[src/hdl/adpcm_cfg.svh]
// Build-time parameters for the ADPCM-A address subsystem
`ifndef ADPCM_CFG_SVH
`define ADPCM_CFG_SVH

// Number of channel slots circulating through the address ring
`define ADPCM_CHANNELS 6

// Ring revolutions per step revolution, which sets the playback rate
`define ADPCM_STEP_DIV 3

// Cycles from a ROM enable to its data on rom_data
`define ADPCM_ROM_LAT  2

`endif
[src/hdl/adpcm_pkg.sv]
// Shared opcode enum and packed structs passed between the ADPCM-A address blocks
`include "adpcm_cfg.svh"

package adpcm_pkg;

    // Command opcodes, ordered like the command registers in the APB map
    typedef enum logic [1:0] {
        CMD_KEY_ON    = 2'd0,
        CMD_KEY_OFF   = 2'd1,
        CMD_SET_START = 2'd2,
        CMD_SET_END   = 2'd3
    } cmd_op_e;

    // One command for the ring, applied to every slot in the mask
    typedef struct packed {
        cmd_op_e                    op;        // What to do
        logic [`ADPCM_CHANNELS-1:0] chan_mask; // One bit per channel
        logic [11:0]                value;     // Page for start and end commands
    } ring_cmd_t;

    // One playback fetch issued by a stepping slot
    typedef struct packed {
        logic [2:0]  chan;      // Channel that stepped
        logic [19:0] byte_addr; // ROM byte holding the nibble
        logic        sel;       // Nibble select, 0 is the high nibble
    } fetch_t;

    // Slot leaving the last ring stage
    typedef struct packed {
        logic [2:0] chan;
        logic       on;   // Channel is playing
        logic       done; // Channel reached its end page
    } slot_status_t;

    // One nibble on the playback stream
    typedef struct packed {
        logic [2:0] chan;
        logic [3:0] data;
    } nibble_t;

endpackage

[src/hdl/adpcm_rom_arbiter.sv]
// ROM port arbiter that serves ring fetches first and routes returned bytes to nibbles or host
`timescale 1ns/1ns
`include "adpcm_cfg.svh"

module adpcm_rom_arbiter (
    input  logic                 clk,
    input  logic                 rst_n,
    input  logic                 fetch_valid,
    input  adpcm_pkg::fetch_t    fetch,
    input  logic                 host_valid,
    input  logic [19:0]          host_addr,
    output logic                 host_ready,
    output logic                 rom_en,
    output logic [19:0]          rom_addr,
    input  logic [7:0]           rom_data,
    output logic                 host_rdata_valid,
    output logic [7:0]           host_rdata,
    output logic                 nib_valid,
    output adpcm_pkg::nibble_t   nib
);
    import adpcm_pkg::*;

    localparam int LAT = `ADPCM_ROM_LAT;

    // Owner of one ROM read in flight
    typedef struct packed {
        logic       vld;
        logic       host;  // Byte goes back to the register block
        logic [2:0] chan;
        logic       sel;
    } tag_t;

    tag_t tag_q [LAT];     // tag_q[LAT-1] lines up with rom_data
    tag_t tag_new;
    tag_t tag_out;
    logic host_grant;

    // The ring cannot stall, so the host only gets idle cycles
    assign host_ready = ~fetch_valid;
    assign host_grant = host_valid & host_ready;

    assign rom_en   = fetch_valid | host_grant;
    assign rom_addr = fetch_valid ? fetch.byte_addr : host_addr;

    always_comb begin
        tag_new.vld  = rom_en;
        tag_new.host = ~fetch_valid;
        tag_new.chan = fetch.chan;
        tag_new.sel  = fetch.sel;
    end

    always_ff @(posedge clk or negedge rst_n) begin
        if (!rst_n) begin
            for (int i = 0; i < LAT; i++) begin
                tag_q[i] <= '0;
            end
        end else begin
            tag_q[0] <= tag_new;
            for (int i = 1; i < LAT; i++) begin
                tag_q[i] <= tag_q[i-1];                        // One read enters per cycle
            end
        end
    end

    assign tag_out = tag_q[LAT-1];

    // Split the returned byte by owner
    assign nib_valid        = tag_out.vld & ~tag_out.host;
    assign nib.chan         = tag_out.chan;
    assign nib.data         = tag_out.sel ? rom_data[3:0] : rom_data[7:4];
    assign host_rdata_valid = tag_out.vld & tag_out.host;
    assign host_rdata       = rom_data;

    // A host grant never shares a cycle with a fetch, and its byte returns to the host
    a_host_excl: assert property (@(posedge clk) disable iff (!rst_n)
        host_grant |-> !fetch_valid ##LAT (host_rdata_valid && !nib_valid));

    // Every fetch yields its nibble for the same channel exactly LAT cycles later
    a_fetch_return: assert property (@(posedge clk) disable iff (!rst_n)
        fetch_valid |-> ##LAT (nib_valid && nib.chan == $past(fetch.chan, LAT)));

endmodule

[config.mk]
export PLATFORM = sky130hd
export DESIGN_NAME = adpcm_rom_arbiter
export DESIGN_NICKNAME = d
export VERILOG_FILES = /design/src/hdl/adpcm_pkg.sv /design/src/hdl/adpcm_rom_arbiter.sv
export VERILOG_INCLUDE_DIRS = /design/src /design/src/hdl
export SDC_FILE = /design/constraint.sdc
export NUM_CORES = 1
export LEC_CHECK = 0
export BUFFER_PORTS_ARGS = -buffer_cell sky130_fd_sc_hd__buf_4
export CAP_MARGIN = 40
export CORE_UTILIZATION = 27
export CTS_CLUSTER_DIAMETER = 120
export DETAILED_ROUTE_END_ITERATION = 12
export PLACE_DENSITY_LB_ADDON = 0.1
export SLEW_MARGIN = 0
export SYNTH_ARGS = -nofsm -noshare
export SYNTH_HDL_FRONTEND = slang
export SYNTH_SLANG_ARGS = --single-unit
[constraint.sdc]
create_clock -name clk -period 0.9 [get_ports clk]
set_input_delay 0.135 -clock clk [delete_from_list [all_inputs] [get_ports clk]]
set_output_delay 0.135 -clock clk [all_outputs]
set_load 0.02 [all_outputs]
Word-level counts from Yosys, hierarchy flattened. Index checks and enable logic that the tools add are counted.

Bits in registers: 12. Output and inout bits: 39. Input port bits: 56.

Bitwise logic cells: 6. Mux-type cells: 2.

Operators by type and width (count): 20-bit 2-to-1 mux (1); 4-bit 2-to-1 mux (1); 1-bit bitwise AND (3); 1-bit inverter (2); 1-bit OR (1).

Logic depth before layout (Yosys ltp).
Depth after elaboration: 3. Mapped depth: 2.

Worst setup path before layout. Ideal clock, no wire load.

Kind: register to output. From: reg tag_q, in the netlist tag_out[0]. To: out nib[0] in the netlist's numbering. Data required time: 765 ps. Slack: -9 ps. Arrival: 774 ps. Stages on the path, launching flop included: 2. Cell sequence: dfrtp_1 > mux2_2.

RTL lines: start: declaration (RTL line adpcm_rom_arbiter.sv:33) `tag_t tag_q [LAT];`; start signal: indexed assignment (RTL line adpcm_rom_arbiter.sv:60) `tag_q[i] <= tag_q[i-1];`; end: declaration (RTL line adpcm_rom_arbiter.sv:19) `output adpcm_pkg::nibble_t nib`.

==> impl_metrics.env <==
export IMPL_setup_viol=7
export IMPL_first_iter_violations=7
export IMPL_synth_common_cells="mux2_2 (24), dfrtp_1 (12), buf_4 (11), buf_6 (2)"
export IMPL_vias=735
export IMPL_endpoint_kind="output pin"
export IMPL_synth_fp_nets=109
export IMPL_cts_tree="yes"
export IMPL_synthTopCellsByArea="dfrtp_1 (43%), mux2_2 (39%), buf_4 (12%), buf_6 (3.2%), and2_1 (0.90%)"
export IMPL_power_density_nw_per_um2=1120
export IMPL_fp_row_count=18
export IMPL_finalHoldViolations=0
export IMPL_clk_pin_slew_ps=70
export IMPL_first_pass_iters=4
export IMPL_cp_arrival_ps=1170
export IMPL_area_growth_pct=120
export IMPL_yosysWarnings=0
export IMPL_die_area_um2=2790
export IMPL_cp_data_required_time_ps=760
export IMPL_grt_max_degree=13
export IMPL_antenna_found_initial=0
export IMPL_synth_flop_cell="dfrtp_1"
export IMPL_ys_seq_area_frac=0.430
export IMPL_post_route_period_util=1.45
export IMPL_ys_types=8
export IMPL_routed_wl_um=2080
export IMPL_synthCells=53
export IMPL_setup_ws_ps=-401
export IMPL_final_util=0.626
export IMPL_gp_congestion=0.630
export IMPL_fillers=213
export IMPL_yosys_register_bits=12
export IMPL_antenna_cells=0
export IMPL_avgViaCountPerCell=4.22
export IMPL_ir_worst_vdd_mv=0.712
export IMPL_r2r_start="tag_q[8]$_DFF_PN0_"
export IMPL_fmax_ghz=0.769
export IMPL_synth_edf_count=0
export IMPL_crit_path_start_kind="register"
export IMPL_synthMostInstantiatedCell="mux2_2"
export IMPL_cts_made_buffers=3
export IMPL_die_h_um=52.9
export IMPL_holdCritPathClass="in -> reg"
export IMPL_cts_sinks=12
export IMPL_timing_final_max_slew_violations=0
export IMPL_leakagePower_nw=0.800
export IMPL_r2r_slack_ps=420
export IMPL_ios=95
export IMPL_routedWlPerCell_um=12.0
export IMPL_reg2regPathDepth=0
export IMPL_grt_usage=0.148
export IMPL_violations="setup timing"
export IMPL_root_buffer="clkbuf_4"
export IMPL_worst_slew_pin_slew_ps=151
export IMPL_dpl_instance_area_um2=1340
export IMPL_finalNetCount=201
export IMPL_status="finished with violations"
export IMPL_syn_avg_cell_area_um2=13.2
export IMPL_worstSetupEndpoint="nib[0]"
export IMPL_start_util=0.284
export IMPL_antenna_left=0
export IMPL_drc=0
export IMPL_drv_cap=0
export IMPL_die_w_um=52.9
export IMPL_synthArstFlopShare=1.00
export IMPL_crit_start="tag_out[0]$_DFF_PN0_"
export IMPL_dp_hpwl_um=1590
export IMPL_syn_area_um2=698
export IMPL_cp_max_fo=4
export IMPL_dp_cells=164
export IMPL_synth_top_cell_area_share=0.430
export IMPL_port_buffers=94
export IMPL_slew_headroom=0.899
export IMPL_grt_overflow_total=0
export IMPL_core_um2=2450
export IMPL_grt_pass1_vias=703
export IMPL_period_needed_ps=1300
export IMPL_h_tree_depth=1
export IMPL_cts_max_path_buffers=2
export IMPL_insertion_delay_ps=260
export IMPL_final_cells=174
export IMPL_r2r_end="nib[5]$_DFF_PN0_"
export IMPL_clock_skew_ps=0.369
export IMPL_stdcell_area_um2=1540
export IMPL_synth_top_area_cell="dfrtp_1"
export IMPL_worstSetupPathType="reg -> out"
export IMPL_drive_above_1_share=0.882
export IMPL_grt_pass1_wl_um=3050
export IMPL_rsz0062_at_grt="true"
where the power goes:
| group | total, W | internal [W] | leakage [nW] | switching [W] |
|---|---|---|---|---|
| clock network | 0.000398 | 0.000245 | 0.0210 | 0.000153 |
| logic | 0.000738 | 0.000445 | 0.643 | 0.000293 |
| registers | 0.000582 | 0.000567 | 0.136 | 0.0000154 |
flip-flops by register name (all words and copies together), names as in the netlist:
register / count
nib: 3
tag_out: 3
tag_q: 6
routing by layer:
layer | track usage | vias up | wire length (um)
li1 | - | 354 | -
met1 | 0.161 | 330 | 723
met2 | 0.276 | 51 | 1150
met3 | 0.0345 | 0 | 207
met4 | 0.0482 | 0 | 0
met5 | 0 | - | 0
timing repair:
action                                  4_1_cts  5_1_grt
endpoints found under the hold margin        16        0
hold buffers                                  5        0
cloned                                        1        0
buffers inserted                              0        0
gates resized for setup                      21        3
endpoints found under the setup margin       30        9
pin swaps                                     1        0
worst min-delay path by stage:
stage,startpoint,endpoint,depth (start not counted)
2_1_floorplan,rst_n,nib[4]$_DFF_PN0_,0
3_3_place_gp,rst_n,nib[6]$_DFF_PN0_,1
3_5_place_dp,rst_n,nib[6]$_DFF_PN0_,1
4_1_cts,host_valid,tag_q[11]$_DFF_PN0_,2
5_1_grt,fetch_valid,tag_q[10]$_DFF_PN0_,2
6_report,host_valid,tag_q[11]$_DFF_PN0_,2
cell usage in the layout, fill, tap and decap left out:
cell,Yosys,layout
nor2b_4,0,1
clkbuf_4,0,3
inv_1,1,1
buf_4,11,83
or2_2,1,1
mux2_4,0,5
and2_4,0,1
dfrtp_2,0,1
buf_16,0,2
mux2_2,24,19
dlygate4sd3_1,0,5
dfrtp_1,12,11
clkbuf_8,0,1
buf_6,2,10
final cells by class:
class	instances	area [um2]	area share
Sequential cell	12	302	0.196
Multi-Input combinational cell	27	318	0.207
Timing Repair Buffer	100	841	0.547
Inverter	1	3.75	0.00244
Clock buffer	4	36.3	0.0236
Tap cell	30	37.5	0.0244
through the flow:
stage / setup TNS [ps] / hold WS (ps) / setup slack [ps] / power (W)
finish: -1910 / 87.5 / -401 / 0.00172
global route: -2270 / 77.8 / -440 / 0.00182
CTS: -1990 / 79.5 / -411 / 0.00174
detailed placement: -3660 / -19.6 / -164 / 0.00125
global placement: -3320 / -26.7 / -139 / 0.00124
floorplan: -37.5 / -161 / -9.37 / 0.000909
logic make-up after synthesis:
kind of cell,synth area share
mux,0.387
simple gates,0.0269
buf+inv,0.156
flops,0.430
critical path, stage by stage, from the launching register on:
cell	delay (ps)
dfrtp_2	460
mux2_4	320
buf_6	130
No activity file was read; power rests on OpenSTA's default activity.
