$ cat src/hdl/adpcm_cfg.svh
// Build-time parameters for the ADPCM-A address subsystem
`ifndef ADPCM_CFG_SVH
`define ADPCM_CFG_SVH

// Number of channel slots circulating through the address ring
`define ADPCM_CHANNELS 6

// Ring revolutions per step revolution, which sets the playback rate
`define ADPCM_STEP_DIV 3

// Cycles from a ROM enable to its data on rom_data
`define ADPCM_ROM_LAT  2

`endif
$ cat src/hdl/adpcm_pkg.sv
// Shared opcode enum and packed structs passed between the ADPCM-A address blocks
`include "adpcm_cfg.svh"

package adpcm_pkg;

    // Command opcodes, ordered like the command registers in the APB map
    typedef enum logic [1:0] {
        CMD_KEY_ON    = 2'd0,
        CMD_KEY_OFF   = 2'd1,
        CMD_SET_START = 2'd2,
        CMD_SET_END   = 2'd3
    } cmd_op_e;

    // One command for the ring, applied to every slot in the mask
    typedef struct packed {
        cmd_op_e                    op;        // What to do
        logic [`ADPCM_CHANNELS-1:0] chan_mask; // One bit per channel
        logic [11:0]                value;     // Page for start and end commands
    } ring_cmd_t;

    // One playback fetch issued by a stepping slot
    typedef struct packed {
        logic [2:0]  chan;      // Channel that stepped
        logic [19:0] byte_addr; // ROM byte holding the nibble
        logic        sel;       // Nibble select, 0 is the high nibble
    } fetch_t;

    // Slot leaving the last ring stage
    typedef struct packed {
        logic [2:0] chan;
        logic       on;   // Channel is playing
        logic       done; // Channel reached its end page
    } slot_status_t;

    // One nibble on the playback stream
    typedef struct packed {
        logic [2:0] chan;
        logic [3:0] data;
    } nibble_t;

endpackage

$ cat src/hdl/adpcm_regs.sv
// APB register block that issues ring commands, collects slot flags and runs the host ROM window
`timescale 1ns/1ns
`include "adpcm_cfg.svh"

module adpcm_regs (
    input  logic                    clk,
    input  logic                    rst_n,
    input  logic                    psel,
    input  logic                    penable,
    input  logic                    pwrite,
    input  logic [7:0]              paddr,
    input  logic [31:0]             pwdata,
    output logic [31:0]             prdata,
    output logic                    pready,
    output logic                    cmd_valid,
    output adpcm_pkg::ring_cmd_t    cmd,
    input  logic                    cmd_ready,
    input  adpcm_pkg::slot_status_t status,
    output logic                    host_valid,
    output logic [19:0]             host_addr,
    input  logic                    host_ready,
    input  logic                    host_rdata_valid,
    input  logic [7:0]              host_rdata
);
    import adpcm_pkg::*;

    localparam int         NCH         = `ADPCM_CHANNELS;
    localparam logic [7:0] A_STATUS    = 8'h10;
    localparam logic [7:0] A_HOST_ADDR = 8'h14;
    localparam logic [7:0] A_HOST_DATA = 8'h18;

    logic            access;    // APB access phase
    logic            wr_cmd;    // Write to one of the four command registers
    logic            wr_host;   // Write to HOST_ADDR
    logic            cmd_pend;  // Command handed to the ring, waiting for cmd_ready
    logic            host_pend; // Host read waiting for a ROM slot
    logic            host_dvld; // HOST_DATA holds the byte of the last HOST_ADDR
    logic [7:0]      host_dq;
    logic [NCH-1:0]  play_q;    // Playing flags per channel
    logic [NCH-1:0]  end_q;     // End flags per channel
    ring_cmd_t       cmd_nxt;
    ring_cmd_t       cmd_q;

    // ~~~~~~~~~~~~~~~~~~~~~~~~~~~~~~~~~~~~~~~~~~~~~~~~~~~~~~~~~
    // APB decode
    // ~~~~~~~~~~~~~~~~~~~~~~~~~~~~~~~~~~~~~~~~~~~~~~~~~~~~~~~~~

    assign access  = psel & penable;
    assign wr_cmd  = access & pwrite & (paddr[7:4] == 4'h0);   // 0x00 to 0x0C
    assign wr_host = access & pwrite & (paddr == A_HOST_ADDR);

    // Command writes stall until the ring has finished a whole revolution
    assign pready = access & (~wr_cmd | (cmd_pend & cmd_ready));

    always_comb begin
        cmd_nxt.op        = cmd_op_e'(paddr[3:2]);              // Register order is enum order
        cmd_nxt.value     = pwdata[11:0];
        cmd_nxt.chan_mask = {{(NCH-1){1'b0}}, 1'b1} << pwdata[18:16]; // START and END one-hot
        if (paddr[3] == 1'b0) begin
            cmd_nxt.chan_mask = pwdata[NCH-1:0];                // KEY_ON and KEY_OFF carry a mask
        end
    end

    always_comb begin
        case (paddr)
            A_STATUS:    prdata = 32'(play_q) | (32'(end_q) << 8);
            A_HOST_DATA: prdata = {host_dvld, 23'd0, host_dq};
            default:     prdata = 32'd0;                        // Write-only and unmapped read zero
        endcase
    end

    // ~~~~~~~~~~~~~~~~~~~~~~~~~~~~~~~~~~~~~~~~~~~~~~~~~~~~~~~~~
    // Command, host window and flag state
    // ~~~~~~~~~~~~~~~~~~~~~~~~~~~~~~~~~~~~~~~~~~~~~~~~~~~~~~~~~

    always_ff @(posedge clk or negedge rst_n) begin
        if (!rst_n) begin
            cmd_pend  <= 1'b0;
            host_pend <= 1'b0;
            host_dvld <= 1'b0;
            play_q    <= '0;
            end_q     <= '0;
        end else begin
            if (wr_cmd && !cmd_pend) begin
                cmd_pend <= 1'b1;                               // First access cycle hands it over
            end else if (cmd_pend && cmd_ready) begin
                cmd_pend <= 1'b0;                               // Ring done, APB transfer ends
            end
            if (wr_host) begin
                host_pend <= 1'b1;
            end else if (host_ready) begin
                host_pend <= 1'b0;                              // Granted this cycle
            end
            if (wr_host) begin
                host_dvld <= 1'b0;                              // New address invalidates the data
            end else if (host_rdata_valid) begin
                host_dvld <= 1'b1;
            end
            play_q[status.chan] <= status.on;                   // One slot refreshed per cycle
            end_q[status.chan]  <= status.done;
        end
    end

    always_ff @(posedge clk) begin
        if (wr_cmd && !cmd_pend) begin
            cmd_q <= cmd_nxt;
        end
        if (wr_host) begin
            host_addr <= pwdata[19:0];
        end
        if (host_rdata_valid) begin
            host_dq <= host_rdata;
        end
    end

    assign cmd_valid  = cmd_pend;
    assign cmd        = cmd_q;
    assign host_valid = host_pend;

endmodule

$ cat config.mk
export PLATFORM = sky130hd
export DESIGN_NAME = adpcm_regs
export DESIGN_NICKNAME = d
export VERILOG_FILES = /design/src/hdl/adpcm_pkg.sv /design/src/hdl/adpcm_regs.sv
export VERILOG_INCLUDE_DIRS = /design/src /design/src/hdl
export SDC_FILE = /design/constraint.sdc
export NUM_CORES = 1
export LEC_CHECK = 0
export BUFFER_PORTS_ARGS = -buffer_cell sky130_fd_sc_hd__buf_2
export CAP_MARGIN = 20
export CORE_MARGIN = 2
export CORE_UTILIZATION = 44
export DETAILED_ROUTE_END_ITERATION = 6
export HOLD_SLACK_MARGIN = 0.02
export PLACE_DENSITY_LB_ADDON = 0.05
export SETUP_SLACK_MARGIN = 0.02
export SLEW_MARGIN = 30
export SYNTH_ARGS = -nofsm -noshare
export SYNTH_HDL_FRONTEND = slang
export SYNTH_SLANG_ARGS = --single-unit
$ cat constraint.sdc
create_clock -name clk -period 2.5 [get_ports clk]
set_clock_uncertainty 0.05 [all_clocks]
set_input_delay 0.125 -clock clk [delete_from_list [all_inputs] [get_ports clk]]
set_output_delay 0.125 -clock clk [all_outputs]
set_load 0.02 [all_outputs]
Word level (Yosys, flattened, before mapping)
Index checks and enable logic that the tools add are counted.
W data, S select, Z words.
{"block": "word_totals", "ff_bits": 63, "latch_bits": 0, "mem_bits_rw": 0, "romBits": 0, "inputBits": 61, "out_inout_bits": 75, "mem_count": 0}
{"block": "op_classes", "addsub": 0, "mul": 0, "n_div": 0, "order_cmp": 2, "eq_ne": 3, "n_shift": 1, "mux": 12, "bitwise_logic": 9, "reduce_logical": 8}
{"operator": "$pmux W32 S2", "n": 1}
{"operator": "$eq A8 B5 Y1 const B", "n": 3}
{"operator": "$or A6 B14 Y14", "n": 1}
{"operator": "$bwmux W6", "n": 2}
{"operator": "$mux W1", "n": 7}
{"operator": "$and A1 B1 Y1", "n": 6}
{"operator": "$mux W6", "n": 1}
{"operator": "$reduce_bool A2 Y1", "n": 3}
{"operator": "$shl A1 B3 Y6 const A", "n": 1}
{"operator": "$logic_not A4 Y1", "n": 1}
{"operator": "$lt A3 B4 Y1 const B", "n": 1}
{"operator": "$demux W1 S3", "n": 1}
{"operator": "$ge A3 B1 Y1 const B", "n": 1}
{"operator": "$logic_and A1 B1 Y1", "n": 3}
{"operator": "$logic_not A1 Y1", "n": 1}
{"operator": "$not A1 Y1", "n": 1}
{"operator": "$or A1 B1 Y1", "n": 1}

Logic depth before layout (Yosys ltp)
{"block": "logic_depth", "depth_word": 6, "mapped_depth": 4}

Worst setup path after synthesis
No wires, ideal clock.
{"block": "synth_path", "path_type": "reg-to-reg", "from": "register cmd_pend, in the netlist cmd_valid", "to": "register cmd_q, in the netlist cmd[0], enable pin", "setup_ps": 422, "t_arrival_ps": 1962, "required_time_ps": 2028, "slack_ps": 66, "stages_incl_launch_ff": 2, "period_less_slack_ps": 2434, "cell_sequence": "dfrtp_1 nor3_1"}
{"block": "synth_between", "elab_chain_cells": 2}
{"element": "start, declared", "line": "adpcm_regs.sv:35", "rtl": "logic cmd_pend;"}
{"element": "start signal, assigned", "line": "adpcm_regs.sv:78", "rtl": "cmd_pend <= 1'b0;"}
{"element": "start signal, assigned", "line": "adpcm_regs.sv:85", "rtl": "cmd_pend <= 1'b1;"}
{"element": "start signal, assigned", "line": "adpcm_regs.sv:87", "rtl": "cmd_pend <= 1'b0;"}
{"element": "$logic_not A1 Y1", "line": "adpcm_regs.sv:105", "rtl": "if (wr_cmd && !cmd_pend) begin"}
{"element": "$logic_and A1 B1 Y1", "line": "adpcm_regs.sv:105"}
{"element": "end signal, assigned", "line": "adpcm_regs.sv:106", "rtl": "cmd_q <= cmd_nxt;"}
{"element": "end, declared", "line": "adpcm_regs.sv:42", "rtl": "ring_cmd_t cmd_q;"}
Every way passes these cells.
A chain may end at the register's enable or synchronous reset.

Worst setup path after layout
{"block": "layout_path", "from": "input port paddr[2]", "to": "output port prdata[9]"}
{"block": "layout_between", "elab_chain_cells": 2}
{"element": "start, declared", "line": "adpcm_regs.sv:11", "rtl": "input logic [7:0] paddr,"}
{"element": "$eq A8 B5 Y1", "line": "adpcm_regs.sv:65", "rtl": "case (paddr)"}
{"element": "$pmux W32 S2 *", "line": "adpcm_regs.sv:65"}
{"element": "end, declared", "line": "adpcm_regs.sv:13", "rtl": "output logic [31:0] prdata,"}
Mark *: on every way between the ends. The rest lies on a longest branch, timed or not.

==> impl_metrics.ini <==
[outcome]
status = completed

[cells_and_area]
ff_latch_area_mm2 = 0.00182
multiInputGateArea_um2 = 616
finalNonFillerCells = 383
final_core_util_pct = 65.2
final_nets = 367
area_growth_pct = 42.4
diodes = 0
fill_cells = 434
drive_gt1_share_pct = 45.3

[clock_tree]
cts_root_buf = clkbuf_8
clk_path_buf_depth = 2
h-tree-depth = 3
cts_hold_buf = 31
cts_setup_buffers = 0
cts_tree = done
cts_num_sinks = 63
cts-buffers-inserted = 9
worstSkewPairLatency_ps = 320
cts.repair.resized = 0
clkTransAtPathRegs_ps = 60

[global_routing]
gr-usage-all-layers_pct = 15.9
overflow = 0
grt_pass1_wl_um = 7470
grt_pass1_vias = 1576
antenna_found_initial = 0
grt_max_degree = 22

[worst_setup_path]
path_class = primary input to output pin
cp_max_fo = 7
critPathArrivalTime_ps = 1480
cp-start-kind = primary input
cp_slowest_cell = dlygate4sd3_1
cp.required_ps = 2330
path_common_cell = buf_2
r2r_slack_ps = 1240
rr_endpoint = cmd[0]
rr_startpoint = cmd_valid
path_cells = dlygate4sd3_1 -> buf_2 -> nor2_1 -> and3_1 -> and2_1 -> buf_2
reg2reg_depth = 2
slowest_delay_ps = 530
worst_setup_path_end_kind = output pin

[yosys]
syn-cell-area_mm2 = 0.00254
synth_edf_count = 48
synth_ff_type = edfxtp_1
postSynthAreaPerCell_um2 = 16.0
yosysWarnings = 0
async_flop_share_pct = 23.8
ys_ff_latch = 63
synthAdderAreaFrac_pct = 0
synth_xor_area_share_pct = 0
ys_types = 26
synth_mux_area_share_pct = 8.14
ys_seq_area_share_pct = 71.6
synth_top_family_by_area = simple AND/OR/NAND/NOR gates
synthCells = 159
synthSimpleGateAreaFrac_pct = 10.7
synth_compound_area_share_pct = 2.76

[placement]
gp_congestion = 0.786
dpl.hpwl_um = 3570
place_inst = 336
io_buffers = 106

[floorplan]
core_area_mm2 = 0.00554
die-area_mm2 = 0.00639
num_rows = 27
io_pins = 136
initial_utilization_pct = 45.8
die_h_um = 79.9
die_w_um = 79.9

[sta]
finalHoldViolations = 0
post-route-period-util_pct = 66.1
report.final.slew_viol_count = 0
period_needed_ps = 1650
fin_tns_setup_ps = 0
timing.fmax_ghz = 0.605
rsz0062_at_grt = false
setup_viol = 0

[drt]
wl_per_cell_um = 13.0
viasPerCell = 4.49
drc = 0
drt-total-wl_um = 4970
first_pass_iters = 4
via_count = 1721
antenna_left = 0
drt_iter0_drc = 60

[power_and_ir_drop]
ir_worst_vdd_mv = 0.338
power_leakage_nw = 1.60
p_per_area_mw_per_mm2 = 641
p_total_mw = 2.32

[job]
maxCapViolCount = 0

[worst_hold_path]
hold_depth = 3
hp-class = primary input to register
worstHoldStart = cmd_ready
min_to = cmd_valid
-- Yosys cell counts (all sizes together) (4+ instances only) --
| master | count | share of area (%) |
|---|---|---|
| nor3b | 4 | 2.0 |
| nand2 | 4 | 0.59 |
| nand2b | 4 | 0.99 |
| mux2i | 6 | 2.4 |
| edfxtp | 48 | 57 |
| inv | 8 | 1.2 |
| buf | 19 | 5.5 |
| and2 | 7 | 1.7 |
| and4b | 4 | 1.6 |
| mux2 | 13 | 5.8 |
| nor2 | 8 | 1.2 |
| dfrtp | 15 | 15 |
-- worst max path at each step --
stage                   start       endpoint  slack [ps]  cells after the start
floorplan           cmd_valid         cmd[0]          70                      1
global placement     paddr[3]   host_addr[4]         940                      5
detailed placement   paddr[3]  host_addr[18]         930                      5
CTS                  paddr[2]     prdata[13]         840                      6
global route         paddr[2]     prdata[11]         760                      6
finish               paddr[2]      prdata[9]         850                      6
-- power by group --
group          switching, mW  leakage (nW)  internal, mW  total, mW
registers             0.0210         0.611          1.18       1.20
logic                 0.0980         0.884         0.110      0.208
clock network          0.347         0.104         0.559      0.906
total                  0.466          1.60          1.85       2.32
-- per-layer routing --
| layer | part of all wire (%) | up-vias | track usage, % | wire, um |
|---|---|---|---|---|
| li1 | - | 843 | - | - |
| met3 | 7.5 | 9 | 5.09 | 375 |
| met2 | 47 | 76 | 25.0 | 2320 |
| met1 | 44 | 793 | 19.6 | 2180 |
| met5 | 0 | - | 0 | 0 |
| met4 | 2.0 | 0 | 8.64 | 97 |
-- stage by stage --
| step | hold slack, ps | setup WS, ps | cell area (um2) |
|---|---|---|---|
| after floorplan | -221 | 65.9 | 2600 |
| after global placement | 9.52 | 937 | 3100 |
| after detailed placement | 3.43 | 927 | 3100 |
| after CTS | 22.4 | 839 | 3610 |
| after global routing | 51.4 | 763 | 3610 |
| final | 36.6 | 848 | 3610 |
-- worst max-delay path: cells and delay by family --
kind                   cells  cell delay (ps)
buffers and inverters      3              850
and+or+nand+nor            3              510
-- area by class of cell --
cell class / count / share of cell area [%]
Clock buffer: 12 / 3.74
Multi-Input combinational cell: 85 / 17.0
Inverter: 8 / 0.831
Clock inverter: 4 / 1.94
Sequential cell: 63 / 50.3
Tap cell: 72 / 2.49
Timing Repair Buffer: 139 / 23.7
-- state kept, by name, summed over array words and instances (netlist names) --
register and count:
cmd 20, end_q 6, host_dq 8, host_valid 1
cmd_valid 1, play_q 6, host_dvld 1, host_addr 20
-- cell usage in the layout (no fill, tap or decap), types with 4 or more instances in the layout --
master         Yosys  final
buf_2              1    106
nor2_1             8      8
nor3b_2            4      4
inv_1              8      8
conb_1             1     17
dfrtp_1           15     15
and4b_1            4      4
and2_1             7      7
edfxtp_1          48     48
dlygate4sd3_1      0     31
nand2_1            4      4
mux2i_1            6      6
clkbuf_8           0      9
nand2b_1           4      4
mux2_2            13     13
-- cells by family after synthesis --
logic type	after synthesis
DFF	63
and+or+nand+nor	40
buffers and inverters	27
muxes	19
AOI/OAI and AO/OA	9
other	1
Note: power is estimated with default switching activity, not from simulation.
